==> src/source/fetch_consts.svh <==
`ifndef FETCH_CONSTS_SVH
`define FETCH_CONSTS_SVH

// The cache holds 2**FETCH_INDEX_BITS one-word lines
`define FETCH_INDEX_BITS 6

// Entries in the fetch queue between the cache and decode
`define FETCH_QUEUE_DEPTH 4

// First address fetched after reset
`define FETCH_RESET_VECTOR 32'h0000_0100

`endif

==> src/source/fetch_pkg.sv <==
package fetch_pkg;

	// Byte address as seen by the core
	typedef logic [31:0] addr_t;

	// One instruction word
	typedef logic [31:0] instr_t;

	// The queue hands decode the instruction and where it came from
	typedef struct packed {
		addr_t  pc;
		instr_t instr;
	} fetch_entry_t;

endpackage

==> src/source/pc_sequencer.sv <==
`include "fetch_consts.svh"

`timescale 1ns/1ps

module pc_sequencer (
	input logic i_clock,
	input logic i_rst,
	input logic i_ready,
	input logic i_redirect,
	input fetch_pkg::addr_t i_redirect_pc,
	output fetch_pkg::addr_t o_pc,
	output logic o_flush
);
	import fetch_pkg::*;

	addr_t target_pc;
	logic target_pending;

	// The redirect lands on the next delivery, which also throws away what was queued
	assign o_flush = i_ready && target_pending;

	always_ff @(posedge i_clock) begin
		if (i_rst) begin
			o_pc <= `FETCH_RESET_VECTOR;
		end else if (o_flush) begin
			o_pc <= target_pc;
		end else if (i_ready) begin
			o_pc <= o_pc + 32'd4;
		end
	end

	always_ff @(posedge i_clock) begin
		if (i_rst) begin
			target_pending <= 1'b0;
		end else if (i_redirect) begin
			target_pending <= 1'b1;
		end else if (o_flush) begin
			target_pending <= 1'b0;
		end
	end

	// A later redirect replaces one that has not landed yet
	always_ff @(posedge i_clock) begin
		if (i_redirect) begin
			target_pc <= i_redirect_pc;
		end
	end

	a_pc_aligned: assert property (
		@(posedge i_clock) disable iff (i_rst)
		i_ready |=> o_pc[1:0] == 2'b00
	) else $error("fetch address not word aligned");

endmodule

==> config.mk <==
export PLATFORM = sky130hd
export DESIGN_NAME = pc_sequencer
export DESIGN_NICKNAME = d
export VERILOG_FILES = /design/src/source/fetch_pkg.sv /design/src/source/pc_sequencer.sv
export VERILOG_INCLUDE_DIRS = /design/src /design/src/source
export SDC_FILE = /design/constraint.sdc
export NUM_CORES = 1
export LEC_CHECK = 0
export BUFFER_PORTS_ARGS = -buffer_cell sky130_fd_sc_hd__buf_4
export CELL_PAD_IN_SITES_DETAIL_PLACEMENT = 1
export CELL_PAD_IN_SITES_GLOBAL_PLACEMENT = 1
export CORE_MARGIN = 5
export CORE_UTILIZATION = 37
export DETAILED_ROUTE_END_ITERATION = 6
export GPL_TIMING_DRIVEN = 1
export HOLD_SLACK_MARGIN = 0.06
export MAX_ROUTING_LAYER = met4
export PLACE_DENSITY_LB_ADDON = 0.1
export SLEW_MARGIN = 20
export SYNTH_ARGS = -nofsm -noshare
export SYNTH_HDL_FRONTEND = slang
export SYNTH_SLANG_ARGS = --single-unit
==> constraint.sdc <==
create_clock -name i_clock -period 2.2 [get_ports i_clock]
set_clock_uncertainty 0.2 [all_clocks]
set_input_delay 0.11 -clock i_clock [delete_from_list [all_inputs] [get_ports i_clock]]
set_output_delay 0.11 -clock i_clock [all_outputs]
set_load 0.01 [all_outputs]
==> results of run 1 <==
cell type report:
cell class | instances | area [um^2] | area share
Clock buffer | 10 | 128 | 0.0290
Clock inverter | 6 | 51.3 | 0.0117
Inverter | 7 | 26.3 | 0.00597
Multi-Input combinational cell | 214 | 1370 | 0.310
Sequential cell | 65 | 1620 | 0.368
Tap cell | 105 | 131 | 0.0298
Timing Repair Buffer | 132 | 1080 | 0.245
synth_stat cells (all sizes together), types with 4 or more instances:
library cell / number
dfxtp: 33
edfxtp: 32
nor2: 21
a22oi: 19
clkbuf: 19
nand2: 18
nand4: 17
nand3: 16
a21oi: 9
a31oi: 9
nor3: 9
inv: 7
mux2i: 7
o21ai: 7
or4: 7
nor4: 6
or2: 6
a211oi: 5
a31o: 5
nand2b: 5
o211ai: 5
or3: 5
and3: 4
nor2b: 4
o22ai: 4
state kept, by name, indices dropped and copies added (netlist names):
signal / cells
o_pc: 32
target_pc: 32
target_pending: 1
worst paths after layout:
check	from	end	slack [ns]	cells after the start
hold reg to reg	o_pc[1]	o_pc[1]	0.28	2
setup reg to reg	o_pc[7]	o_pc[19]	0.11	4
hold / removal	i_redirect_pc[8]	target_pc[8]	0.27	2
setup / recovery	o_pc[7]	o_pc[19]	0.11	4
routing by layer:
metal	routed length, um	up-vias	global-route usage
li1	-	1436	-
met1	4380	1467	0.249
met2	5020	72	0.350
met3	555	8	0.0503
met4	92	0	0.0542
met5	0	-	-
worst max-delay path, cell delays in order (launching register included):
cell and delay, ns:
dfxtp_1 0.44, nand4_4 0.16, or3_1 0.51, or4_1 0.53
a31oi_1 0.17
through the flow:
stage	hold slack, ns	utilization	instance area (um^2)	power [W]	cells
2_1_floorplan	0.00887	-	3090	0.00162	307
3_3_place_gp	0.0879	0.473	3870	0.00184	488
3_5_place_dp	0.0893	0.473	3870	0.00185	488
4_1_cts	0.251	0.538	4400	0.00283	539
5_1_grt	0.244	0.539	4400	0.00295	539
6_report	0.270	0.539	4400	0.00281	539
power by group:
part | total, W | leakage [nW] | switching, W | internal, W
registers | 0.00145 | 0.584 | 0.0000826 | 0.00137
clock network | 0.000931 | 0.0875 | 0.000508 | 0.000422
logic | 0.000427 | 0.971 | 0.000201 | 0.000227
what timing repair did:
item                                   CTS  global route
hold buffers                            35             0
endpoints found under the hold margin   81             0
setup endpoints to repair                0             1
gates resized for setup                  0             1
logic make-up (layout without fill, tap and decap cells):
kind of cell / Yosys count / in the layout / share of synthesized area
AND/OR/NAND/NOR: 127 / 127 / 0.231
AO/OA/AOI/OAI: 77 / 77 / 0.177
flip-flops: 65 / 65 / 0.525
buffers and inverters: 28 / 155 / 0.0348
multiplexers: 7 / 7 / 0.0227
XOR/XNOR: 2 / 2 / 0.00567
adder cells (fa/ha/maj): 1 / 1 / 0.00405
==> impl_metrics.yaml, run 1 <==
outcome:
  status: "finished clean"
placement:
  dp_hpwl_um: 6880
  gp_congestion: 0.914
  dp_slack_ns: 0.134
  numPortBuffers: 68
cts:
  cts_setup_buffers: 0
  insertion_delay_ns: 0.35
  cts_inserted_buffers: 9
  h-tree-depth: 3
  path_clk_slew_ns: 0.08
  cts_tree: "built"
  cts_root_buf: "clkbuf_8"
  clock_path_buffers: 2
  cts_sinks: 65
sta:
  fin_crit_sh: 0.951
  maxSlewHeadroom: 0.631
  setup_viol: 0
  slew_viol_final: 0
  rsz0062_at_grt: "no"
  finalWorstSetupSlack_ns: 0.107
  worstMarginPinSlew_ns: 0.552
  min_period_ns: 2.09
  finalSetupTns_ns: 0
  max_freq_ghz: 0.478
  hold_viol_final: 0
global_route:
  gr-total-overflow: 0
  grt_pass1_wl_um: 15900
  grt_pass1_vias: 3130
  grt_max_degree: 34
  grt.total_usage: 0.208
  antenna_found_initial: 0
logic_synthesis:
  yosysSeqAreaShare: 0.525
  synth_top_area_share: 0.311
  yosysWarnings: 0
  ys_top_cells_by_area: "edfxtp_1, dfxtp_1, a22oi_1"
  synth_seq_cells: 65
  async_flop_share: 0
  synth_area_mm2: 0.00309
  yosysTopAreaCell: "edfxtp_1"
  syn_avg_cell_area_um2: 10.1
  yosys_most_used_dff: "dfxtp_1"
  synth_cells: 307
  syn_nets: 344
  ys_types: 48
  synth_edf_count: 32
setup_path:
  critPathKind: "register to register"
  critical_path.max_fanout: 7
  critPathRequiredTime_ns: 2.27
  cp-start-kind: "register"
  cp.arrival_ns: 2.16
  critPathCaptureType: "register"
layout:
  fin_nets: 466
  areaGrowthSynthToFinish_pct: 42.5
  layout_commonest_cell: "buf_4"
  fillers: 903
  diodes: 0
  drive_above_1_share: 0.295
  final_cell_mix: "buf_4, dlygate4sd3_1, dfxtp_1"
drt:
  via_count: 2983
  drt_iter0_markers: 103
  drc: 0
  post_drt_via_cell_ratio: 5.53
  wire_per_inst_um: 18.6
  drtPass1Iterations: 4
  ant_nets: 0
  drt_wl_total_um: 10000
floorplanning:
  io_pins: 69
  die_h_um: 101
  die_x_um: 101
  initial_utilization: 0.378
  die-area_mm2: 0.0103
  rows: 33
  core_area_mm2: 0.00818
power:
  leakage_nw: 1.64
  power-per-cell-area_mw_per_mm2: 637
  ir_worst_vdd_mv: 0.403
run:
  maxCapViolations: 0
worst_hold_path:
  hp-class: "input port to register"
Note: power is estimated with default switching activity, not from simulation.
==> run 2, diff against run 1 <==
==> constraint.sdc (replaced) <==
create_clock -name i_clock -period 1.8 [get_ports i_clock]
set_clock_uncertainty 0.2 [all_clocks]
set_input_delay 0.09 -clock i_clock [delete_from_list [all_inputs] [get_ports i_clock]]
set_output_delay 0.09 -clock i_clock [all_outputs]
set_load 0.01 [all_outputs]
==> run 2 against run 1 <==
Compared with the run above:
- the run now ends with negative hold slack, negative setup slack left
- total power up 26%
- final area up 11%
- worst setup slack worse by 0.32 ns
- critical path type unchanged
==> impl_metrics.yaml, run 2 (same netlist as run 1, synthesis figures left out) <==
placement:
  dp_hpwl_um: 7380
  dp_slack_ns: -0.182
  gp_congestion: 0.862
  numPortBuffers: 68
  placed_area_mm2: 0.00417
  dp.cells: 519
setup_path:
  critPathCaptureType: "register"
  reg2reg_setup_slack_ns: -0.21
  crit_family: "simple AND/OR/NAND/NOR gates"
  r2r_end: "o_pc[20]"
  path_buf_inv: 0
  cpPeakStageDelay_ns: 0.55
  cp_cell_sequence: "ha_4, nand4_1, or4_4, or4_1, nand3_1"
  cp-start-kind: "register"
  timing.rr.start: "o_pc[2]"
  worstSetupStartpoint: "o_pc[2]"
  cp_slowest_cell: "or4_4"
  critPathRequiredTime_ns: 1.90
  critPathKind: "register to register"
  critical_path.max_fanout: 2
  cp.arrival_ns: 2.11
  reg2reg_depth: 5
power:
  ir_worst_vdd_mv: 0.435
  leakage_nw: 1.90
  pwr-share-seq: 0.497
  combPwrFrac: 0.178
  p_int_w: 0.00252
  netSwitchingFraction: 0.287
  power-per-cell-area_mw_per_mm2: 724
  p_sw_w: 0.00102
  p_clk_frac: 0.325
drt:
  drc: 0
  ant_nets: 0
  post_drt_via_cell_ratio: 5.49
  wire_per_inst_um: 19.2
  drt_wl_total_um: 11000
  via_count: 3149
  drtPass1Iterations: 4
  drt_iter0_markers: 116
floorplanning:
  core_area_mm2: 0.00818
  die_h_um: 101
  rows: 33
  die_x_um: 101
  die-area_mm2: 0.0103
  initial_utilization: 0.378
  io_pins: 69
outcome:
  status: "finished, violations left"
  violations: "negative hold slack, negative setup slack"
sta:
  finalWorstSetupSlack_ns: -0.210
  finalSetupTns_ns: -0.620
  setup_viol: 7
  max_freq_ghz: 0.498
  maxSlewHeadroom: 0.675
  hold_viol_final: 2
  slew_viol_final: 0
  rsz0062_at_grt: "yes"
  fin_crit_sh: 1.12
  worst_hold_slack_ns: -0.106
  worstMarginPinSlew_ns: 0.488
  min_period_ns: 2.01
cts:
  clock_path_buffers: 2
  cts_root_buf: "clkbuf_8"
  cts_inserted_buffers: 9
  cts_tree: "built"
  insertion_delay_ns: 0.36
  h-tree-depth: 3
  path_clk_slew_ns: 0.08
  cts_sinks: 65
  postCtsHoldBufs: 35
worst_hold_path:
  min_to: "o_pc[22]"
  hp-class: "input port to register"
  hp-start: "i_rst"
  hold_depth: 3
layout:
  drive_above_1_share: 0.422
  diodes: 0
  final_area_mm2: 0.00489
  layout_commonest_cell: "buf_4"
  fin_nets: 501
  reg.largest.list: "o_pc: 32 flops, target_pc: 32 flops, target_pending: 1 flops"
  areaGrowthSynthToFinish_pct: 58.1
  final_cell_mix: "buf_4, dlygate4sd3_1, edfxtp_1"
  final_cells: 574
run:
  maxCapViolations: 0
global_route:
  grt_max_degree: 42
  antenna_found_initial: 0
  grt_pass1_vias: 3293
  grt.total_usage: 0.222
  grt_pass1_wl_um: 17000
  gr-total-overflow: 0
==> run 2: cell types whose count changed in the layout (fill, tap and decap cells not counted), sizes merged <==
cell and change:
buf +35
==> run 2: worst max path at each step <==
| stage | endpoint | cells past startpoint |
|---|---|---|
| after detailed placement | o_pc[20] | 5 |
| after CTS | o_pc[20] | 5 |
| after floorplan | o_pc[20] | 5 |
| after global routing | o_pc[20] | 5 |
| after global placement | o_pc[20] | 5 |
| final | o_pc[20] | 5 |
==> run 2: cell type report <==
type,count,area [um^2]
fillers,891,3290
flip-flops and latches,65,1650
multi-input cells,214,1520
repair buffers,167,1380
well taps,105,131
clock buffers,10,128
clock inverters,6,51.3
inverters,7,26.3
==> run 2: through the flow <==
| stage | util | power (W) |
|---|---|---|
| after global routing | 0.598 | 0.00370 |
| final | 0.598 | 0.00354 |
| after CTS | 0.581 | 0.00354 |
| after detailed placement | 0.511 | 0.00233 |
| after global placement | 0.511 | 0.00231 |
| after floorplan | - | 0.00200 |
==> run 2: repair_timing <==
item                       CTS  global route
hold endpoints to repair    75             2
setup endpoints to repair   10            25
pin swaps                    8            15
resized for setup           10            29
gates cloned                 0             0
buffers inserted             2             3
==> run 2: worst min-delay path, delay by kind of cell <==
kind	cells	cell delay, ns
and+or+nand+nor	1	0.12
AOI/OAI and AO/OA	1	0.09
buffers and inverters	1	0.10
==> run 2: power by group through the flow <==
stage	clock, W	sequential [W]	combinational (W)
floorplan	0	0.00180	0.000199
global placement	0	0.00178	0.000526
detailed placement	0	0.00179	0.000539
CTS	0.00118	0.00175	0.000607
global route	0.00126	0.00177	0.000679
finish	0.00115	0.00176	0.000629
==> run 2: per-layer routing <==
metal | wire (um) | track usage
met1 | 4580 | 0.254
met2 | 5880 | 0.390
met3 | 447 | 0.0510
met4 | 129 | 0.0583
met5 | 0 | -
