File: src/source/fetch_consts.svh
`ifndef FETCH_CONSTS_SVH
`define FETCH_CONSTS_SVH

// The cache holds 2**FETCH_INDEX_BITS one-word lines
`define FETCH_INDEX_BITS 6

// Entries in the fetch queue between the cache and decode
`define FETCH_QUEUE_DEPTH 4

// First address fetched after reset
`define FETCH_RESET_VECTOR 32'h0000_0100

`endif

File: src/source/fetch_pkg.sv
package fetch_pkg;

	// Byte address as seen by the core
	typedef logic [31:0] addr_t;

	// One instruction word
	typedef logic [31:0] instr_t;

	// The queue hands decode the instruction and where it came from
	typedef struct packed {
		addr_t  pc;
		instr_t instr;
	} fetch_entry_t;

endpackage

File: src/source/fetch_queue.sv
`include "fetch_consts.svh"

`timescale 1ns/1ps

module fetch_queue (
	input logic i_clock,
	input logic i_rst,
	input logic i_push,
	input fetch_pkg::fetch_entry_t i_entry,
	input logic i_flush,
	input logic i_pop,
	output fetch_pkg::fetch_entry_t o_entry,
	output logic o_valid,
	output logic o_stall
);
	import fetch_pkg::*;

	localparam int DEPTH = `FETCH_QUEUE_DEPTH;
	localparam int PTR_BITS = (DEPTH > 1) ? $clog2(DEPTH) : 1;
	localparam int COUNT_BITS = $clog2(DEPTH + 1);

	fetch_entry_t entries [DEPTH];
	logic [PTR_BITS-1:0] wr_ptr;
	logic [PTR_BITS-1:0] rd_ptr;
	logic [COUNT_BITS-1:0] count;
	logic do_push;
	logic do_pop;

	function automatic logic [PTR_BITS-1:0] ptr_step(input logic [PTR_BITS-1:0] ptr);
		if (ptr == PTR_BITS'(DEPTH - 1)) begin
			return '0;
		end
		return ptr + 1'b1;
	endfunction

	assign o_valid = (count != '0);
	assign o_stall = (count == COUNT_BITS'(DEPTH));
	assign o_entry = entries[rd_ptr];

	// Flush wins over both push and pop in the same cycle
	assign do_push = i_push && !i_flush && !o_stall;
	assign do_pop = i_pop && o_valid && !i_flush;

	always_ff @(posedge i_clock) begin
		if (i_rst || i_flush) begin
			wr_ptr <= '0;
			rd_ptr <= '0;
			count <= '0;
		end else begin
			if (do_push) begin
				wr_ptr <= ptr_step(wr_ptr);
			end
			if (do_pop) begin
				rd_ptr <= ptr_step(rd_ptr);
			end
			case ({do_push, do_pop})
				2'b10: count <= count + 1'b1;
				2'b01: count <= count - 1'b1;
				default: count <= count;
			endcase
		end
	end

	always_ff @(posedge i_clock) begin
		if (do_push) begin
			entries[wr_ptr] <= i_entry;
		end
	end

	a_no_push_when_full: assert property (
		@(posedge i_clock) disable iff (i_rst)
		i_push && !i_flush |-> !o_stall
	) else $error("fetch queue pushed while full");

endmodule

File: config.mk
export PLATFORM = sky130hd
export DESIGN_NAME = fetch_queue
export DESIGN_NICKNAME = d
export VERILOG_FILES = /design/src/source/fetch_pkg.sv /design/src/source/fetch_queue.sv
export VERILOG_INCLUDE_DIRS = /design/src /design/src/source
export SDC_FILE = /design/constraint.sdc
export NUM_CORES = 1
export LEC_CHECK = 0
export ABC_AREA = 1
export BUFFER_PORTS_ARGS = -buffer_cell sky130_fd_sc_hd__buf_4
export CORE_MARGIN = 2
export CORE_UTILIZATION = 51
export CTS_CLUSTER_DIAMETER = 100
export DETAILED_ROUTE_END_ITERATION = 10
export GPL_TIMING_DRIVEN = 0
export HOLD_SLACK_MARGIN = 0.1
export PLACE_DENSITY = 0.75
export SETUP_SLACK_MARGIN = 0.02
export SLEW_MARGIN = 10
export SYNTH_ARGS = -nofsm -noshare
export SYNTH_HDL_FRONTEND = slang
export SYNTH_SLANG_ARGS = --single-unit
File: constraint.sdc
create_clock -name i_clock -period 4 [get_ports i_clock]
set_clock_uncertainty 0.05 [all_clocks]
set_input_delay 0.8 -clock i_clock [delete_from_list [all_inputs] [get_ports i_clock]]
set_output_delay 0.8 -clock i_clock [all_outputs]
set_load 0.02 [all_outputs]
==> flow_summary.ini, run 1 <==
[outcome]
status = completed

[critical_path]
worstPathRequired_ps = 3150
worst_setup_path_end_kind = output pin
criticalPathCategory = reg -> out
reg2reg_depth = 5
rrSetupSlack_ps = 1830
r2r_end = entries[2][63]
worstReg2RegStart = count[1]
cp.arrival_ps = 2100
cp-start-kind = register
cp_max_fo = 10

[routing]
vias = 6247
ant_nets = 0
wl_met3_mm = 1.69
viasPerCell = 5.43
met2_length_mm = 10.3
top_layer = met4
wl_met1_mm = 8.77
wl_mm = 21.1
first_pass_iters = 5
drc_errors = 0
drtIter0Drc = 428
wire_per_inst_um = 18.3

[finish]
mostFrequentLayoutCells = 256 x edfxtp_1, 140 x nor2_1, 140 x buf_4
fill_cells = 1423
diodes = 0
final_util = 0.643
mostFrequentLayoutCell = edfxtp_1
layout-drive-gt1-share = 0.239
areaGrowthSynthToFinish_pct = 24.1
nNetsFinal = 942

[power]
pwr-share-comb = 0.056
power.density_mw_per_mm2 = 464
power_frac_seq = 0.538
p_leak_nw = 4.43
switching_share = 0.202
ir_drop_v = 0.000391
clockPowerShare = 0.405
switchingPower_mw = 1.17
intPower_mw = 4.60

[synth]
syn_avg_cell_area_sq_um = 14.4
synth_cells = 695
syn_nets = 771
ys_ff_latch = 265
seq_area_frac_synth = 0.786
ys_warn_count = 0
synth_top_family_by_area = compound AO/OA/AOI/OAI gates
synth_simple_gate_area_frac = 0.0627
synth_area_sq_mm = 0.0100
synth_compound_area_frac = 0.107
synthMuxAreaShare = 0
synth-xor-area-share = 0
ys_types = 22
synthAdderAreaFrac = 0.00950

[global_route]
antenna_found_initial = 0
track_usage = 0.202
gr-total-overflow = 0
grt_pass1_vias = 6209
grt_max_degree = 28
grt_pass1_wl_mm = 31.9

[timing]
hold_ws_ps = 435
tns_ps = 0
finalMaxSlewViolations = 0
setup_viol = 0
worst_pin_slew_ps = 740
relSlewSlack = 0.506
hold_viol = 0
fin_crit_ps = 2950
rsz0062_at_grt = no
post-route-period-util = 0.736
max_freq_mhz = 339

[min_path]
min_path_type = in -> reg
min-delay-start = i_entry[50]
whs_endpoint = entries[0][50]
holdPathStages = 1

[place]
port_buffers = 134
gp_congestion = 0.725
dpl.hpwl_mm = 13.5

[clock_tree]
cts_setup_buffers = 0
clock-root-buffer = clkbuf_16
cts_made_buffers = 26
htreeDepth = 1
cts_resized = 0
clockBufferDepth = 3
clk_latency_ps = 510
cts_hold_buf = 0
cts_sinks = 265
cts_tree = yes
cts.clk_slew.worst_paths_ps = 60

[floorplan]
die_x_um = 144
core_sq_mm = 0.0193
die-area_sq_mm = 0.0208
initial_core_util = 0.518
io_pins = 135
rows = 51
fp.dieH_um = 144

[flow_run]
drv_cap = 0
state kept, by name (all words and copies together) (netlist names), named ones only:
name and flops:
count 3, rd_ptr 2, wr_ptr 2, entries 256
synth_stat cells (all sizes together):
cell    number  area, sq um
edfxtp     256         7690
nor2       144          541
o21ai      129          646
o22ai       64          400
clkbuf      21         82.6
buf         20          196
inv         19         71.3
nand2       17         63.8
dfxtp        9          180
ha           6         75.1
a21oi        3         15.0
nand3        2         10.0
a21boi       1         7.51
clkinv       1         3.75
fa           1         20.0
nand3b       1         7.51
nand4        1         6.26
worst max-delay path, cell delays in order, from the launching register on:
cell and delay (ps):
dfxtp_1 390, buf_6 180, clkbuf_1 440, nor2_1 100, o22ai_1 260, buf_4 200
worst max path at each step:
stage,cells past startpoint,endpoint,startpoint,slack [ps]
detailed placement,5,entries[2][42],i_flush,1220
CTS,5,o_entry[15],register,1020
global placement,4,entries[3][40],i_flush,-2570
floorplan,4,entries[0][0],i_push,-360
global route,5,o_entry[13],register,910
finish,5,o_entry[15],register,1050
area by class of cell:
class,instances,area (sq um),share of cell area
Tap cell,265,332,0.0267
Timing Repair Buffer,143,1210,0.0973
Sequential cell,265,7870,0.633
Clock buffer,35,746,0.0600
Buffer,41,279,0.0225
Inverter,20,75.1,0.00604
Multi-Input combinational cell,369,1820,0.147
Clock inverter,13,98.8,0.00795
power groups by stage:
| stage | logic (mW) | clock network (mW) | registers (mW) |
|---|---|---|---|
| after floorplan | 0.136 | 0 | 3.16 |
| after global placement | 0.302 | 0 | 3.17 |
| after detailed placement | 0.325 | 0 | 3.16 |
| after CTS | 0.326 | 2.38 | 3.10 |
| after global routing | 0.349 | 2.49 | 3.10 |
| final | 0.324 | 2.34 | 3.10 |
kinds of logic (layout without fill, tap and decap cells):
| kind of cell | count (synthesis) | in the layout |
|---|---|---|
| AOI/OAI and AO/OA | 197 | 197 |
| adders and majority gates | 7 | 7 |
| buffers and inverters | 61 | 252 |
| DFF | 265 | 265 |
| and+or+nand+nor | 165 | 165 |
metal layers:
metal  GRT usage  up-vias
met4      0.0531        0
met5           0        -
met2       0.341      226
li1            -     2940
met3      0.0374       30
met1       0.273     3051
through the flow:
step	instances	instance area (sq um)	power, mW	worst slack, ps
floorplan	695	10000	3.30	-356
global placement	1094	11400	3.47	-2570
detailed placement	1103	11600	3.49	1220
CTS	1151	12400	5.81	1020
global route	1151	12400	5.94	911
finish	1151	12400	5.76	1050
No activity file was read; power rests on OpenSTA's default activity.
==> run 2: changes to the inputs <==
--- a/config.mk
+++ b/config.mk
@@ -9,12 +9,12 @@
 export ABC_AREA = 1
 export BUFFER_PORTS_ARGS = -buffer_cell sky130_fd_sc_hd__buf_4
 export CORE_MARGIN = 2
-export CORE_UTILIZATION = 51
+export CORE_UTILIZATION = 56
 export CTS_CLUSTER_DIAMETER = 100
 export DETAILED_ROUTE_END_ITERATION = 10
 export GPL_TIMING_DRIVEN = 0
 export HOLD_SLACK_MARGIN = 0.1
-export PLACE_DENSITY = 0.75
+export PLACE_DENSITY = 0.78
 export SETUP_SLACK_MARGIN = 0.02
 export SLEW_MARGIN = 10
 export SYNTH_ARGS = -nofsm -noshare
==> constraint.sdc (replaced) <==
create_clock -name i_clock -period 2.9 [get_ports i_clock]
set_clock_uncertainty 0.05 [all_clocks]
set_input_delay 0.58 -clock i_clock [delete_from_list [all_inputs] [get_ports i_clock]]
set_output_delay 0.58 -clock i_clock [all_outputs]
set_load 0.02 [all_outputs]
==> run 2 against run 1 <==
- die area fell by 8.7%
- hold slack got worse by 220 ps
- wire length is 5.4% higher
- register-to-register slack got worse by 1200 ps
- count of clock-buffer cells in the layout is 4 lower
- critical path depth is the same
- cell count is 3.4% lower
- combinational power is 38% higher
- sequential power increased by 38%
- critical endpoint is now o_entry[5]
- largest cell class unchanged
==> flow_summary.ini, run 2 (synthesis gave the netlist of run 1 again) <==
[clock_tree]
cts_made_buffers = 27
htreeDepth = 1
clockBufferDepth = 3
cts_tree = yes
cts.clk_slew.worst_paths_ps = 60
clock-root-buffer = clkbuf_16
cts_resized = 0
cts_sinks = 265
cts_setup_buffers = 0
clk_latency_ps = 510
cts_hold_buf = 0

[flow_run]
drv_cap = 0

[floorplan]
core_sq_mm = 0.0174
rows = 48
io_pins = 135
fp.dieH_um = 138
die-area_sq_mm = 0.0190
die_x_um = 138
initial_core_util = 0.575

[timing]
post-route-period-util = 0.958
relSlewSlack = 0.457
fin_crit_ps = 2780
worst_pin_slew_ps = 812
setup_viol = 0
fin_ws_ps = 121
hold_viol = 0
finalMaxSlewViolations = 0
max_freq_mhz = 360
tns_ps = 0
rsz0062_at_grt = no

[critical_path]
cp_max_fo = 10
criticalPathCategory = reg -> out
rrSetupSlack_ps = 620
worst_setup_path_end_kind = output pin
cp.arrival_ps = 2150
critical-path-slowest-cell = clkbuf_1
cp-start-kind = register
slowest_delay_ps = 450
worstPathRequired_ps = 2270
reg2reg_depth = 5
worstPathCellList = clkinv_1 -> clkbuf_1 -> o21ai_0 -> o22ai_1 -> buf_4
worstReg2RegStart = count[0]
r2r_end = entries[0][35]

[finish]
largest_register_ff_count = 256
diodes = 0
nNetsFinal = 945
multi_input_area_sq_mm = 0.00182
fill_cells = 1150
mostFrequentLayoutCells = 256 x edfxtp_1, 140 x nor2_1, 140 x buf_4
instances_no_fill = 1112
layout-drive-gt1-share = 0.233
final_util = 0.711
mostFrequentLayoutCell = edfxtp_1
areaGrowthSynthToFinish_pct = 23.7
largest-register = entries
largestRegisters = entries (256), count (3)
layout.area.seq_sq_mm = 0.00787

[power]
p_leak_nw = 4.45
power.density_mw_per_mm2 = 631
ir_drop_v = 0.000476
p_total_mw = 7.81

[routing]
vias = 6494
wl_met1_mm = 8.59
wl_met3_mm = 1.96
wire_per_inst_um = 20.0
first_pass_iters = 5
drc_errors = 0
viasPerCell = 5.84
wl_mm = 22.3
ant_nets = 0
drtIter0Drc = 631
met2_length_mm = 11.3
top_layer = met4

[global_route]
grt_pass1_vias = 6621
track_usage = 0.234
grt_pass1_wl_mm = 33.6
antenna_found_initial = 0
gr-total-overflow = 0
grt_max_degree = 27

[place]
dpl.hpwl_mm = 14.2
place_inst = 1065
port_buffers = 134
place_ws_ps = 253
gp_congestion = 0.787

[min_path]
holdPathStages = 1
whs_endpoint = entries[0][0]
min_path_type = in -> reg
min-delay-start = i_entry[0]

[outcome]
status = completed
-- run 2: changes by cell type in the layout (fill, tap and decap cells not counted), sizes merged --
cell,before,now
buf,163,165
clkbuf,56,52
clkinv,8,16
clkinvlp,5,0
-- run 2: per-stage QoR --
stage	hold WS [ps]	instance area (sq um)
2_1_floorplan	414	10000
3_3_place_gp	422	11300
3_5_place_dp	454	11600
4_1_cts	203	12400
5_1_grt	194	12400
6_report	216	12400
-- run 2: per-layer routing --
layer / vias to the layer above / global-route usage
met5: - / 0
met4: 0 / 0.0584
met3: 41 / 0.0475
met2: 312 / 0.410
met1: 3198 / 0.302
li1: 2943 / -
-- run 2: layout make-up --
type,count,share of cell area
inverter,20,0.00606
clock buffer,31,0.0558
sequential,265,0.635
buffer,41,0.0225
tap,225,0.0227
timing repair buffer,145,0.103
multi-input combinational,369,0.147
clock inverter,16,0.00788
-- run 2: how the worst max path moves through the flow --
stage                           endpoint  cells past startpoint
after floorplan            entries[0][0]                      4
final                         o_entry[5]                      5
after CTS                     o_entry[5]                      5
after global routing          o_entry[5]                      5
after detailed placement  entries[0][42]                      5
after global placement    entries[3][37]                      4
-- run 2: critical path: cells and delay by family (launching register included) --
family	cells	cell delay (ps)
flops	1	310
buf+inv	3	870
compound gates	2	460
-- run 2: power breakdown --
part,leakage (nW),switching [mW],internal [mW]
Sequential,2.40,0.0168,4.27
Clock,0.389,1.31,1.78
Combinational,1.66,0.262,0.186
Total,4.45,1.58,6.23
