$ cat config.mk
export PLATFORM = sky130hd
export DESIGN_NAME = instr_cache
export DESIGN_NICKNAME = d
export VERILOG_FILES = /design/src/source/fetch_pkg.sv /design/src/source/mem_bus_pkg.sv /design/src/source/instr_cache.sv
export VERILOG_INCLUDE_DIRS = /design/src /design/src/source
export SDC_FILE = /design/constraint.sdc
export NUM_CORES = 1
export LEC_CHECK = 0
export BUFFER_PORTS_ARGS = -buffer_cell sky130_fd_sc_hd__buf_2
export CAP_MARGIN = 20
export CORE_AREA = 2 2 104 106
export CTS_CLUSTER_SIZE = 10
export DETAILED_ROUTE_END_ITERATION = 8
export DIE_AREA = 0 0 106 108
export PLACE_DENSITY = 0.52
export SYNTH_ARGS = -nofsm -noshare
export SYNTH_HDL_FRONTEND = slang
export SYNTH_SLANG_ARGS = --single-unit
$ cat constraint.sdc
create_clock -name i_clock -period 3.68 [get_ports i_clock]
set_input_delay 0.736 -clock i_clock [delete_from_list [all_inputs] [get_ports i_clock]]
set_output_delay 0.736 -clock i_clock [all_outputs]
set_load 0.005 [all_outputs]
$ cat src/source/fetch_consts.svh
`ifndef FETCH_CONSTS_SVH
`define FETCH_CONSTS_SVH

// The cache holds 2**FETCH_INDEX_BITS one-word lines
`define FETCH_INDEX_BITS 6

// Entries in the fetch queue between the cache and decode
`define FETCH_QUEUE_DEPTH 4

// First address fetched after reset
`define FETCH_RESET_VECTOR 32'h0000_0100

`endif

$ cat src/source/fetch_pkg.sv
package fetch_pkg;

	// Byte address as seen by the core
	typedef logic [31:0] addr_t;

	// One instruction word
	typedef logic [31:0] instr_t;

	// The queue hands decode the instruction and where it came from
	typedef struct packed {
		addr_t  pc;
		instr_t instr;
	} fetch_entry_t;

endpackage

$ cat src/source/mem_bus_pkg.sv
package mem_bus_pkg;

	typedef logic [31:0] bus_addr_t;
	typedef logic [31:0] bus_word_t;

	// Word-aligned address with bit 0 set as the valid mark
	typedef logic [31:0] tag_t;

	typedef struct packed {
		logic      req;
		bus_addr_t addr;
	} bus_req_t;

	typedef struct packed {
		logic      ready;
		bus_word_t rdata;
	} bus_rsp_t;

	typedef struct packed {
		bus_word_t instr;
		tag_t      tag;
	} cache_line_t;

endpackage

$ cat src/source/instr_cache.sv
`include "fetch_consts.svh"

`timescale 1ns/1ps

module instr_cache (
	input logic i_clock,
	input logic i_rst,
	input fetch_pkg::addr_t i_pc,
	input logic i_stall,
	output logic o_ready,
	output fetch_pkg::instr_t o_rdata,
	output mem_bus_pkg::bus_req_t o_bus_req,
	input mem_bus_pkg::bus_rsp_t i_bus_rsp,
	output logic o_ram_rw,
	output logic [`FETCH_INDEX_BITS-1:0] o_ram_address,
	output mem_bus_pkg::cache_line_t o_ram_wdata,
	input mem_bus_pkg::cache_line_t i_ram_rdata,
	input logic i_ram_initialized
);
	import fetch_pkg::*;
	import mem_bus_pkg::*;

	localparam int INDEX_BITS = `FETCH_INDEX_BITS;

	typedef enum logic [1:0] {
		ST_IDLE,
		ST_READ_SETUP,
		ST_READ_PREFETCH,
		ST_READ_BUS
	} cache_state_t;

	cache_state_t state;
	cache_state_t next_state;
	addr_t lookup_pc;
	addr_t next_pc;
	logic tag_hit;

	// A cleared line has bit 0 low and so never matches
	function automatic tag_t make_tag(input addr_t address);
		return {address[31:2], 2'b01};
	endfunction

	assign next_pc = i_pc + 32'd4;
	assign tag_hit = (i_ram_rdata.tag == make_tag(i_pc));

	// Index bits sit just above the byte offset
	assign o_ram_address = lookup_pc[INDEX_BITS+1:2];

	// The pc only moves on a delivery, so it doubles as the bus address
	assign o_bus_req = '{req: (state == ST_READ_BUS), addr: i_pc};

	always_ff @(posedge i_clock) begin
		if (i_rst) begin
			state <= ST_IDLE;
		end else begin
			state <= next_state;
		end
	end

	always_comb begin
		next_state = state;
		o_ready = 1'b0;
		o_rdata = '0;
		o_ram_rw = 1'b0;
		o_ram_wdata = '0;
		lookup_pc = i_pc;

		case (state)
			ST_IDLE: begin
				if (!i_stall) begin
					next_state = i_ram_initialized ? ST_READ_SETUP : ST_READ_BUS;
				end
			end

			ST_READ_SETUP: begin
				if (tag_hit) begin
					o_ready = 1'b1;
					o_rdata = i_ram_rdata.instr;
					lookup_pc = next_pc;
					next_state = ST_READ_PREFETCH;
				end else begin
					next_state = ST_READ_BUS;
				end
			end

			// The line for pc+4 was addressed on the previous hit
			ST_READ_PREFETCH: begin
				if (i_stall) begin
					next_state = ST_IDLE;
				end else if (tag_hit) begin
					o_ready = 1'b1;
					o_rdata = i_ram_rdata.instr;
					lookup_pc = next_pc;
				end else begin
					next_state = ST_READ_BUS;
				end
			end

			ST_READ_BUS: begin
				if (i_bus_rsp.ready) begin
					// Words fetched while the RAM is still clearing are not kept
					o_ram_rw = i_ram_initialized;
					o_ram_wdata = '{instr: i_bus_rsp.rdata, tag: make_tag(i_pc)};
					o_ready = 1'b1;
					o_rdata = i_bus_rsp.rdata;
					next_state = ST_IDLE;
				end
			end

			default: begin
				next_state = ST_IDLE;
			end
		endcase
	end

	a_req_held_until_ready: assert property (
		@(posedge i_clock) disable iff (i_rst)
		o_bus_req.req && !i_bus_rsp.ready |=> o_bus_req.req && $stable(o_bus_req.addr)
	) else $error("bus request dropped or moved before ready");

	a_no_ready_in_idle: assert property (
		@(posedge i_clock) disable iff (i_rst)
		(state == ST_IDLE || i_stall) |-> !o_ready
	) else $error("instruction delivered from idle or while stalled");

endmodule

==> results of run 1 <==
## tightest hold or removal path, cell delays in order, from the launching register on
cell and delay [ns]:
dfxtp_1 0.33, inv_1 0.13, a211oi_1 0.08
## synth_stat cells, types with 2 or more instances
master     n
a211oi_1   2
a21oi_1    2
a22o_1    32
and3_1    60
buf_4     33
buf_6      4
clkbuf_1  16
dfxtp_1    2
ha_1       6
inv_1     10
nand2_1    9
nand3b_1   2
nand4_1    4
nor2_1     6
nor3_1     4
nor4_1     5
o31ai_1    2
o31ai_2    2
xnor2_1    5
xor2_1    25
## power breakdown
| part | total, W | internal (W) | switching (W) |
|---|---|---|---|
| clock network | 0.0000874 | 0.0000692 | 0.0000182 |
| registers | 0.0000411 | 0.0000316 | 0.00000954 |
| logic | 0.000657 | 0.000266 | 0.000392 |
## cell families after synthesis
family	count (synthesis)	synth area share
compound gates	53	0.246
xor+xnor	30	0.142
fa+ha+maj	6	0.0405
buf+inv	63	0.210
flops	2	0.0216
mux	2	0.0115
other cells	1	0.00202
simple gates	99	0.326
## per-layer routing
metal | global-route usage | wire length [um] | vias up
met5 | 0 | 0 | -
met4 | 0.0301 | 77 | 0
met1 | 0.179 | 3940 | 1266
li1 | - | - | 1364
met3 | 0.0253 | 678 | 6
met2 | 0.263 | 4610 | 162
## how the worst min path moves through the flow
stage	endpoint	slack, ns	cells after the start	from
floorplan	state[0]	0.53	2	state[0]
global placement	state[0]	0.56	2	state[0]
detailed placement	state[0]	0.58	2	state[0]
CTS	state[0]	0.58	2	state[0]
global route	state[0]	0.61	2	state[0]
finish	state[0]	0.59	2	state[0]
## layout make-up
cell class | instances | share of cell area
clock buffers | 3 | 0.0131
inverters | 10 | 0.0119
multi-input cells | 191 | 0.456
flip-flops and latches | 2 | 0.0127
well taps | 136 | 0.0539
repair buffers | 275 | 0.452
## stage by stage
step / instances / setup TNS [ns] / hold slack, ns / power, W / setup WS [ns]
finish: 617 / 0 / 0.587 / 0.000786 / 0.141
global placement: 614 / -0.0104 / 0.562 / 0.000698 / -0.00858
detailed placement: 614 / -0.00475 / 0.579 / 0.000695 / -0.00475
global route: 617 / 0 / 0.610 / 0.000863 / 0.0248
CTS: 617 / 0 / 0.583 / 0.000791 / 0.114
floorplan: 256 / 0 / 0.525 / 0.000434 / 0.517
==> flow_metrics.env, run 1 <==
export IMPL_dp_hpwl_um=7690
export IMPL_synthFlopType="dfxtp_1"
export IMPL_cts_buffer_depth=2
export IMPL_maxCapViolCount=0
export IMPL_largest_register_ff_count=2
export IMPL_r2r_start="state[0]"
export IMPL_synth_top_cell_by_area="and3_1"
export IMPL_rr_endpoint="state[1]"
export IMPL_fin_util=0.309
export IMPL_crit_top_cell="buf_2"
export IMPL_clock_skew_ns=0.000452
export IMPL_drc=0
export IMPL_fin_area_sq_um=3160
export IMPL_regMostFlops="state"
export IMPL_crit_arrival_ns=2.80
export IMPL_critPathLaunchType="input port"
export IMPL_place_area_sq_um=3100
export IMPL_synth_nets=395
export IMPL_cts_sinks=2
export IMPL_postCtsSetupBuffers=0
export IMPL_worst_pin_slew_ns=0.689
export IMPL_vias=2798
export IMPL_multi_input_area_sq_um=1440
export IMPL_antenna_left=0
export IMPL_critPathMaxFanout=11
export IMPL_grt_total_usage=0.145
export IMPL_hp_class="register to register"
export IMPL_yosysTopAreaCellShare=0.202
export IMPL_syn_area_sq_um=1860
export IMPL_critPathMaxStageDelay_ns=0.46
export IMPL_period_needed_ns=3.54
export IMPL_peakVddDrop_mv=0.167
export IMPL_port_buffers=264
export IMPL_syn_area_per_cell_sq_um=7.25
export IMPL_cpLargestDelayFamily="simple AND/OR/NAND/NOR gates"
export IMPL_die_h_um=108
export IMPL_required_ns=2.94
export IMPL_power_density_nw_per_um2=249
export IMPL_finalSetupViolCount=0
export IMPL_wirelength_um=9300
export IMPL_async_flop_share=0
export IMPL_cts_tree="built"
export IMPL_outcome="completed"
export IMPL_ys_ff_latch=2
export IMPL_p_leak_nw=2.09
export IMPL_ys_warn_count=0
export IMPL_cp_startpoint="i_ram_rdata[8]"
export IMPL_final_cell_mix="buf_2 (264), and3_1 (60), a22o_1 (32), xor2_1 (25), inv_1 (10)"
export IMPL_initial_utilization=0.181
export IMPL_cp_endpoint="o_ram_address[2]"
export IMPL_drt_first_pass_iters=4
export IMPL_yosysSeqAreaShare=0.0216
export IMPL_yosysUniqueCellTypes=45
export IMPL_rr_worst_depth=6
export IMPL_postCtsHoldBufs=0
export IMPL_top_level_ports=270
export IMPL_core_sq_um=10200
export IMPL_grt_remaining_overflow=0
export IMPL_clock_root_buffer="clkbuf_8"
export IMPL_postSynthCellCount=256
export IMPL_viasPerCell=4.53
export IMPL_reg2reg_setup_slack_ns=1.81
export IMPL_htreeDepth=1
export IMPL_cts_buffers=3
export IMPL_min_period_over_period=0.962
export IMPL_cp_depth=9
export IMPL_drive_above_1_share=0.601
export IMPL_grt_pass1_vias=2571
export IMPL_seq_area_sq_um=40.0
export IMPL_die_area_sq_um=11400
export IMPL_place_gp_congestion=0.863
export IMPL_crit_type="input port to output port"
export IMPL_area_growth_pct=70.2
export IMPL_die_w_um=106
export IMPL_drtIter0Drc=161
export IMPL_fill_cells=1136
export IMPL_maxSlewViolCount=0
export IMPL_cts_repair_resized=1
export IMPL_crit_slowest_cell="or3_4"
export IMPL_top_regs="state x2"
export IMPL_crit_buf_inv=3
export IMPL_finalHoldViolations=0
export IMPL_path_cells="buf_2 -> xor2_1 -> nor4_2 -> nand4_1 -> or3_4 -> buf_12 -> or2_4 -> o31ai_2 -> buf_2"
export IMPL_rsz0062_at_grt="false"
export IMPL_max_freq_mhz=283
export IMPL_antenna_found_initial=0
export IMPL_synth_edff_count=0
export IMPL_synth_area_top_cells="and3_1 (20%), a22o_1 (15%), buf_4 (13%)"
export IMPL_grt_pass1_wl_um=13300
export IMPL_core_rowCount=37
export IMPL_antenna_cells=0
export IMPL_wire_per_inst_um=15.1
export IMPL_clkLatencyLatePin_ns=0.21
export IMPL_relSlewSlack=0.540
export IMPL_nets=622
export IMPL_grt_max_degree=48
export IMPL_endpoint_kind="output port"
export IMPL_layout_commonest_cell="buf_2"
export IMPL_clk_pin_slew_ns=0.03
Power figures use the tool's default switching activity.
==> run 2: changes to the inputs <==
--- a/config.mk
+++ b/config.mk
@@ -14,4 +14,5 @@
 export DIE_AREA = 0 0 106 108
 export PLACE_DENSITY = 0.52
+export SLEW_MARGIN = 40
 export SYNTH_ARGS = -nofsm -noshare
 export SYNTH_HDL_FRONTEND = slang
==> constraint.sdc (replaced) <==
create_clock -name i_clock -period 3.68 [get_ports i_clock]
set_input_delay 0 -clock i_clock [delete_from_list [all_inputs] [get_ports i_clock]]
set_output_delay 0 -clock i_clock [all_outputs]
set_load 0.005 [all_outputs]
==> run 2 against run 1 <==
Against the previous run: register-to-register slack gained 0.33 ns; die area is the same; hold slack lost 0.59 ns; largest power group unchanged.
==> flow_metrics.env, run 2 (synthesis results as in run 1) <==
export IMPL_core_sq_um=10200
export IMPL_min_period_over_period=0.630
export IMPL_crit_slowest_cell="or3_4"
export IMPL_grt_remaining_overflow=0
export IMPL_grt_max_degree=63
export IMPL_die_h_um=108
export IMPL_postCtsHoldBufs=1
export IMPL_htreeDepth=1
export IMPL_fin_util=0.300
export IMPL_top_level_ports=270
export IMPL_hp_class="input port to output port"
export IMPL_maxSlewViolCount=0
export IMPL_power_density_nw_per_um2=251
export IMPL_grt_total_usage=0.145
export IMPL_cts_buffer_depth=2
export IMPL_die_w_um=106
export IMPL_peakVddDrop_mv=0.167
export IMPL_regMostFlops="state"
export IMPL_initial_utilization=0.181
export IMPL_viasPerCell=4.60
export IMPL_wire_per_inst_um=15.1
export IMPL_antenna_left=0
export IMPL_critPathMaxFanout=32
export IMPL_endpoint_kind="output port"
export IMPL_drtIter0Drc=194
export IMPL_layout_commonest_cell="buf_2"
export IMPL_postCtsSetupBuffers=0
export IMPL_antenna_cells=0
export IMPL_place_gp_congestion=0.778
export IMPL_largest_register_ff_count=2
export IMPL_crit_buf_inv=3
export IMPL_core_rowCount=37
export IMPL_fill_cells=1135
export IMPL_cts_buffers=3
export IMPL_dp_hpwl_um=7570
export IMPL_relSlewSlack=0.638
export IMPL_tns_ns=0
export IMPL_rsz0062_at_grt="false"
export IMPL_die_area_sq_um=11400
export IMPL_finalSetupViolCount=0
export IMPL_crit_arrival_ns=2.32
export IMPL_worst_pin_slew_ns=0.542
export IMPL_pwr_share_clk=0.115
export IMPL_max_freq_mhz=431
export IMPL_area_growth_pct=65.5
export IMPL_critPathLaunchType="input port"
export IMPL_clock_root_buffer="clkbuf_8"
export IMPL_swShare=0.542
export IMPL_nets=615
export IMPL_p_int_w=0.000353
export IMPL_drive_above_1_share=0.591
export IMPL_cts_sinks=2
export IMPL_crit_top_cell="buf_2"
export IMPL_critPathMaxStageDelay_ns=0.53
export IMPL_top_regs="state x2"
export IMPL_outcome="completed"
export IMPL_switchingPower_w=0.000418
export IMPL_path_cells="buf_2 -> xor2_1 -> nor4_1 -> nand4_1 -> or3_4 -> nor3_4 -> buf_4 -> a22o_1 -> buf_2"
export IMPL_seq_power_share=0.052
export IMPL_cts_repair_resized=0
export IMPL_vias=2807
export IMPL_maxCapViolCount=0
export IMPL_grt_pass1_vias=2610
export IMPL_required_ns=3.68
export IMPL_p_leak_nw=2.04
export IMPL_final_cell_mix="buf_2 (264), and3_1 (60), a22o_1 (32), xor2_1 (25)"
export IMPL_cts_tree="built"
export IMPL_clock_skew_ns=0.000861
export IMPL_clkLatencyLatePin_ns=0.21
export IMPL_drt_first_pass_iters=4
export IMPL_crit_type="input port to output port"
export IMPL_port_buffers=264
export IMPL_p_total_w=0.000771
export IMPL_grt_pass1_wl_um=13400
export IMPL_combinationalPowerShare=0.833
export IMPL_period_needed_ns=2.32
export IMPL_drc=0
export IMPL_cpLargestDelayFamily="simple AND/OR/NAND/NOR gates"
export IMPL_finalHoldViolations=0
export IMPL_wirelength_um=9190
export IMPL_antenna_found_initial=0
## run 2: cell type report
class / instances / area, sq um / share of cell area
clock buffers: 3 / 41.3 / 0.0134
inverters: 10 / 37.5 / 0.0122
multi-input cells: 191 / 1430 / 0.465
flip-flops and latches: 2 / 40.0 / 0.0130
well taps: 136 / 170 / 0.0554
repair buffers: 268 / 1350 / 0.441
## run 2: metrics by stage
stage | hold WS [ns] | std cells | area, sq um | setup WS (ns)
global placement | 0.0000381 | 606 | 3020 | 1.31
global route | 0.0000366 | 610 | 3070 | 1.12
CTS | 0.0000381 | 610 | 3070 | 1.29
floorplan | 0.0544 | 256 | 1860 | 1.90
finish | 0.0000152 | 610 | 3070 | 1.36
detailed placement | 0.0000381 | 606 | 3020 | 1.30
## run 2: final timing paths
check | from | end | slack (ns) | cells past startpoint
worst max-delay path | i_pc[25] | o_rdata[26] | 1.36 | 9
worst min-delay path | i_pc[0] | o_bus_req[0] | 0.00002 | 0
worst max register to register | state[0] | state[1] | 2.14 | 6
worst min register to register | state[0] | state[0] | 0.59 | 2
## run 2: metal layers
metal | GRT usage | vias up | routed length, um
li1 | - | 1348 | -
met5 | 0 | - | 0
met1 | 0.170 | 1288 | 3830
met4 | 0.0282 | 0 | 75
met3 | 0.0241 | 6 | 749
met2 | 0.276 | 165 | 4530
## run 2: power groups by stage
stage	clock network (W)	registers [W]	logic, W
after floorplan	0	0.0000377	0.000396
after global placement	0	0.0000397	0.000635
after detailed placement	0	0.0000401	0.000639
after CTS	0.0000918	0.0000400	0.000644
after global routing	0.0000931	0.0000420	0.000715
final	0.0000883	0.0000401	0.000643
==> run 3: changes to the inputs <==
- ABC_AREA: unset -> 1
- PLACE_DENSITY: 0.52 -> 0.6
- clock period: 3.68 -> 2.02 ns (I/O delays scaled with it)
==> run 3 against run 2 <==
Against the previous run: synthesized area up 29%; sequential power increased by 100%; synthesized cell count is 100% higher; largest cell class unchanged; global-route usage rose by 1.5 points; non-clock buffer count is 6 higher; final cell count increased by 45%; clock power rose by 71%; die area did not move; hold slack about the same; critical path type is now register to output port.
==> flow_metrics.env, run 3 <==
export IMPL_ys_warn_count=0
export IMPL_wire_per_inst_um=12.3
export IMPL_tns_ns=0
export IMPL_crit_arrival_ns=1.87
export IMPL_yosysTopAreaCellShare=0.300
export IMPL_grt_pass1_wl_um=15200
export IMPL_dpl_cell_count=876
export IMPL_critPathMaxFanout=9
export IMPL_antenna_left=0
export IMPL_largest_register_ff_count=2
export IMPL_swShare=0.556
export IMPL_synthFlopType="dfxtp_1"
export IMPL_crit_top_cell="nor2_4"
export IMPL_hold_depth=0
export IMPL_synth_edff_count=0
export IMPL_syn_area_per_cell_sq_um=4.62
export IMPL_crit_type="register to output port"
export IMPL_grt_max_degree=35
export IMPL_top_level_ports=270
export IMPL_layout_commonest_cell="buf_2"
export IMPL_rr_worst_depth=11
export IMPL_clock_skew_ns=0.000152
export IMPL_regMostFlops="state"
export IMPL_viasPerCell=4.17
export IMPL_rsz0062_at_grt="false"
export IMPL_vias=3684
export IMPL_endpoint_kind="output port"
export IMPL_clkLatencyLatePin_ns=0.20
export IMPL_switchingPower_w=0.000882
export IMPL_fin_cells=884
export IMPL_fin_util=0.370
export IMPL_p_int_w=0.000705
export IMPL_port_buffers=264
export IMPL_reg2reg_setup_slack_ns=0.55
export IMPL_cts_buffers=3
export IMPL_synth_area_top_cells="nand2_1 (30%), inv_1 (16%), nor2_1 (11%)"
export IMPL_synth_most_common_cell="nand2_1"
export IMPL_wirelength_um=10800
export IMPL_nets=889
export IMPL_r2r_start="state[0]"
export IMPL_die_h_um=108
export IMPL_die_area_sq_um=11400
export IMPL_min_period_over_period=0.927
export IMPL_area_growth_pct=58.4
export IMPL_p_leak_nw=2.75
export IMPL_initial_utilization=0.234
export IMPL_grt_remaining_overflow=0
export IMPL_crit_buf_inv=5
export IMPL_path_cells="ha_4 -> inv_2 -> nor2_4 -> nor2_1 -> buf_4 -> nor2_4 -> buf_12 -> clkbuf_16 -> nand2_1 -> a21oi_1 -> buf_2"
export IMPL_drc=0
export IMPL_drt_first_pass_iters=4
export IMPL_clk_pin_slew_ns=0.03
export IMPL_synth_nets=657
export IMPL_hp_class="input port to output port"
export IMPL_place_area_sq_um=3610
export IMPL_postCtsHoldBufs=0
export IMPL_async_flop_share=0
export IMPL_combinationalPowerShare=0.854
export IMPL_top_regs="state x2"
export IMPL_cpLargestDelayFamily="buffers and inverters"
export IMPL_power_density_nw_per_um2=419
export IMPL_cp_depth=11
export IMPL_syn_area_sq_um=2390
export IMPL_core_rowCount=37
export IMPL_cts_tree="built"
export IMPL_htreeDepth=1
export IMPL_finalHoldViolations=0
export IMPL_outcome="completed"
export IMPL_fin_area_sq_um=3790
export IMPL_seq_power_share=0.051
export IMPL_synth_top_cell_by_area="nand2_1"
export IMPL_crit_slowest_cell="dfxtp_1"
export IMPL_core_sq_um=10200
export IMPL_grt_pass1_vias=3078
export IMPL_hp_start="i_pc[0]"
export IMPL_cts_sinks=2
export IMPL_synth_common_cells="nand2_1 (191), inv_1 (105), nor2_1 (71), buf_4 (33), a21oi_1 (27)"
export IMPL_drive_above_1_share=0.416
export IMPL_grt_total_usage=0.160
export IMPL_antenna_cells=0
export IMPL_cts_buffer_depth=2
export IMPL_yosysUniqueCellTypes=28
export IMPL_clock_root_buffer="clkbuf_8"
export IMPL_critPathLaunchType="register"
export IMPL_max_freq_mhz=534
export IMPL_pwr_share_clk=0.095
export IMPL_dp_hpwl_um=8970
export IMPL_period_needed_ns=1.87
export IMPL_cp_startpoint="state[1]"
export IMPL_place_gp_congestion=0.874
export IMPL_antenna_found_initial=0
export IMPL_finalSetupViolCount=0
export IMPL_drtIter0Drc=247
export IMPL_final_cell_mix="buf_2 (264), nand2_1 (191), inv_1 (103), nor2_1 (70), a21oi_1 (24)"
export IMPL_maxCapViolCount=0
export IMPL_postSynthCellCount=518
export IMPL_die_w_um=106
export IMPL_yosysSeqAreaShare=0.0167
export IMPL_peakVddDrop_mv=0.687
export IMPL_ys_ff_latch=2
export IMPL_maxSlewViolCount=0
export IMPL_required_ns=2.02
export IMPL_critPathMaxStageDelay_ns=0.41
[run 3: cell count changes after synthesis, sizes merged, moves of 6 or more]
cell / delta
nor2: +68
inv: +97
nand3: +13
nand4: +11
nand2: +193
and3: -60
a22o: -32
a21oi: +34
clkbuf: -6
xor2: -25
[run 3: layout make-up]
class	count	area [sq um]
fill	1228	6440
clock buffer	3	41.3
inverter	108	405
timing repair buffer	274	1480
sequential	2	40.0
multi-input combinational	361	1660
tap	136	170
[run 3: power groups by stage]
| stage | Combinational [W] | Sequential, W | Clock (W) |
|---|---|---|---|
| CTS | 0.00133 | 0.0000751 | 0.000155 |
| global route | 0.00153 | 0.0000841 | 0.000161 |
| global placement | 0.00133 | 0.0000748 | 0 |
| finish | 0.00136 | 0.0000803 | 0.000151 |
| detailed placement | 0.00132 | 0.0000759 | 0 |
| floorplan | 0.000826 | 0.0000716 | 0 |
[run 3: worst paths after layout]
kind                   to
max            o_rdata[1]
min          o_bus_req[0]
max reg2reg      state[1]
min reg2reg      state[1]
[run 3: logic make-up (layout without fill, tap and decap cells)]
kind of cell	Yosys count	count (layout)	synth area share
XOR/XNOR	1	1	0.00366
adder cells (fa/ha/maj)	6	6	0.0314
other	1	1	0.00157
buffers and inverters	155	385	0.304
flip-flops	2	2	0.0167
AO/OA/AOI/OAI	46	46	0.113
AND/OR/NAND/NOR	307	307	0.529
[run 3: repair_timing]
| action | in CTS | in global routing |
|---|---|---|
| resized for setup | 0 | 9 |
| endpoints found under the setup margin | 0 | 34 |
| buffers inserted | 0 | 1 |
[run 3: metrics by stage]
| stage | setup slack [ns] | total power (W) | hold WS, ns |
|---|---|---|---|
| after global routing | 0.0395 | 0.00178 | 0.00000798 |
| after detailed placement | 0.221 | 0.00140 | 0.0000601 |
| after CTS | 0.00625 | 0.00156 | 0.0000601 |
| after floorplan | 0.413 | 0.000898 | 0.0707 |
| after global placement | 0.251 | 0.00140 | 0.0000601 |
| final | 0.147 | 0.00159 | 0.00000199 |
[run 3: layer usage]
layer  track usage  wire length [um]  part of all wire
met5             0                 0                 0
met4       0.00752                14            0.0013
met3        0.0102               678             0.063
met2         0.277              5170              0.48
met1         0.228              4980              0.46
[run 3: worst reg2reg max path, cell delays in order (launching register included)]
cell and delay, ns:
dfxtp_1 0.35, inv_2 0.08, ha_4 0.17, inv_2 0.10, nor2_4 0.05, nor2_1 0.08
buf_4 0.17, nor2_1 0.05, a21oi_1 0.11, nand3_1 0.08, nand2_1 0.08, nor2_1 0.04
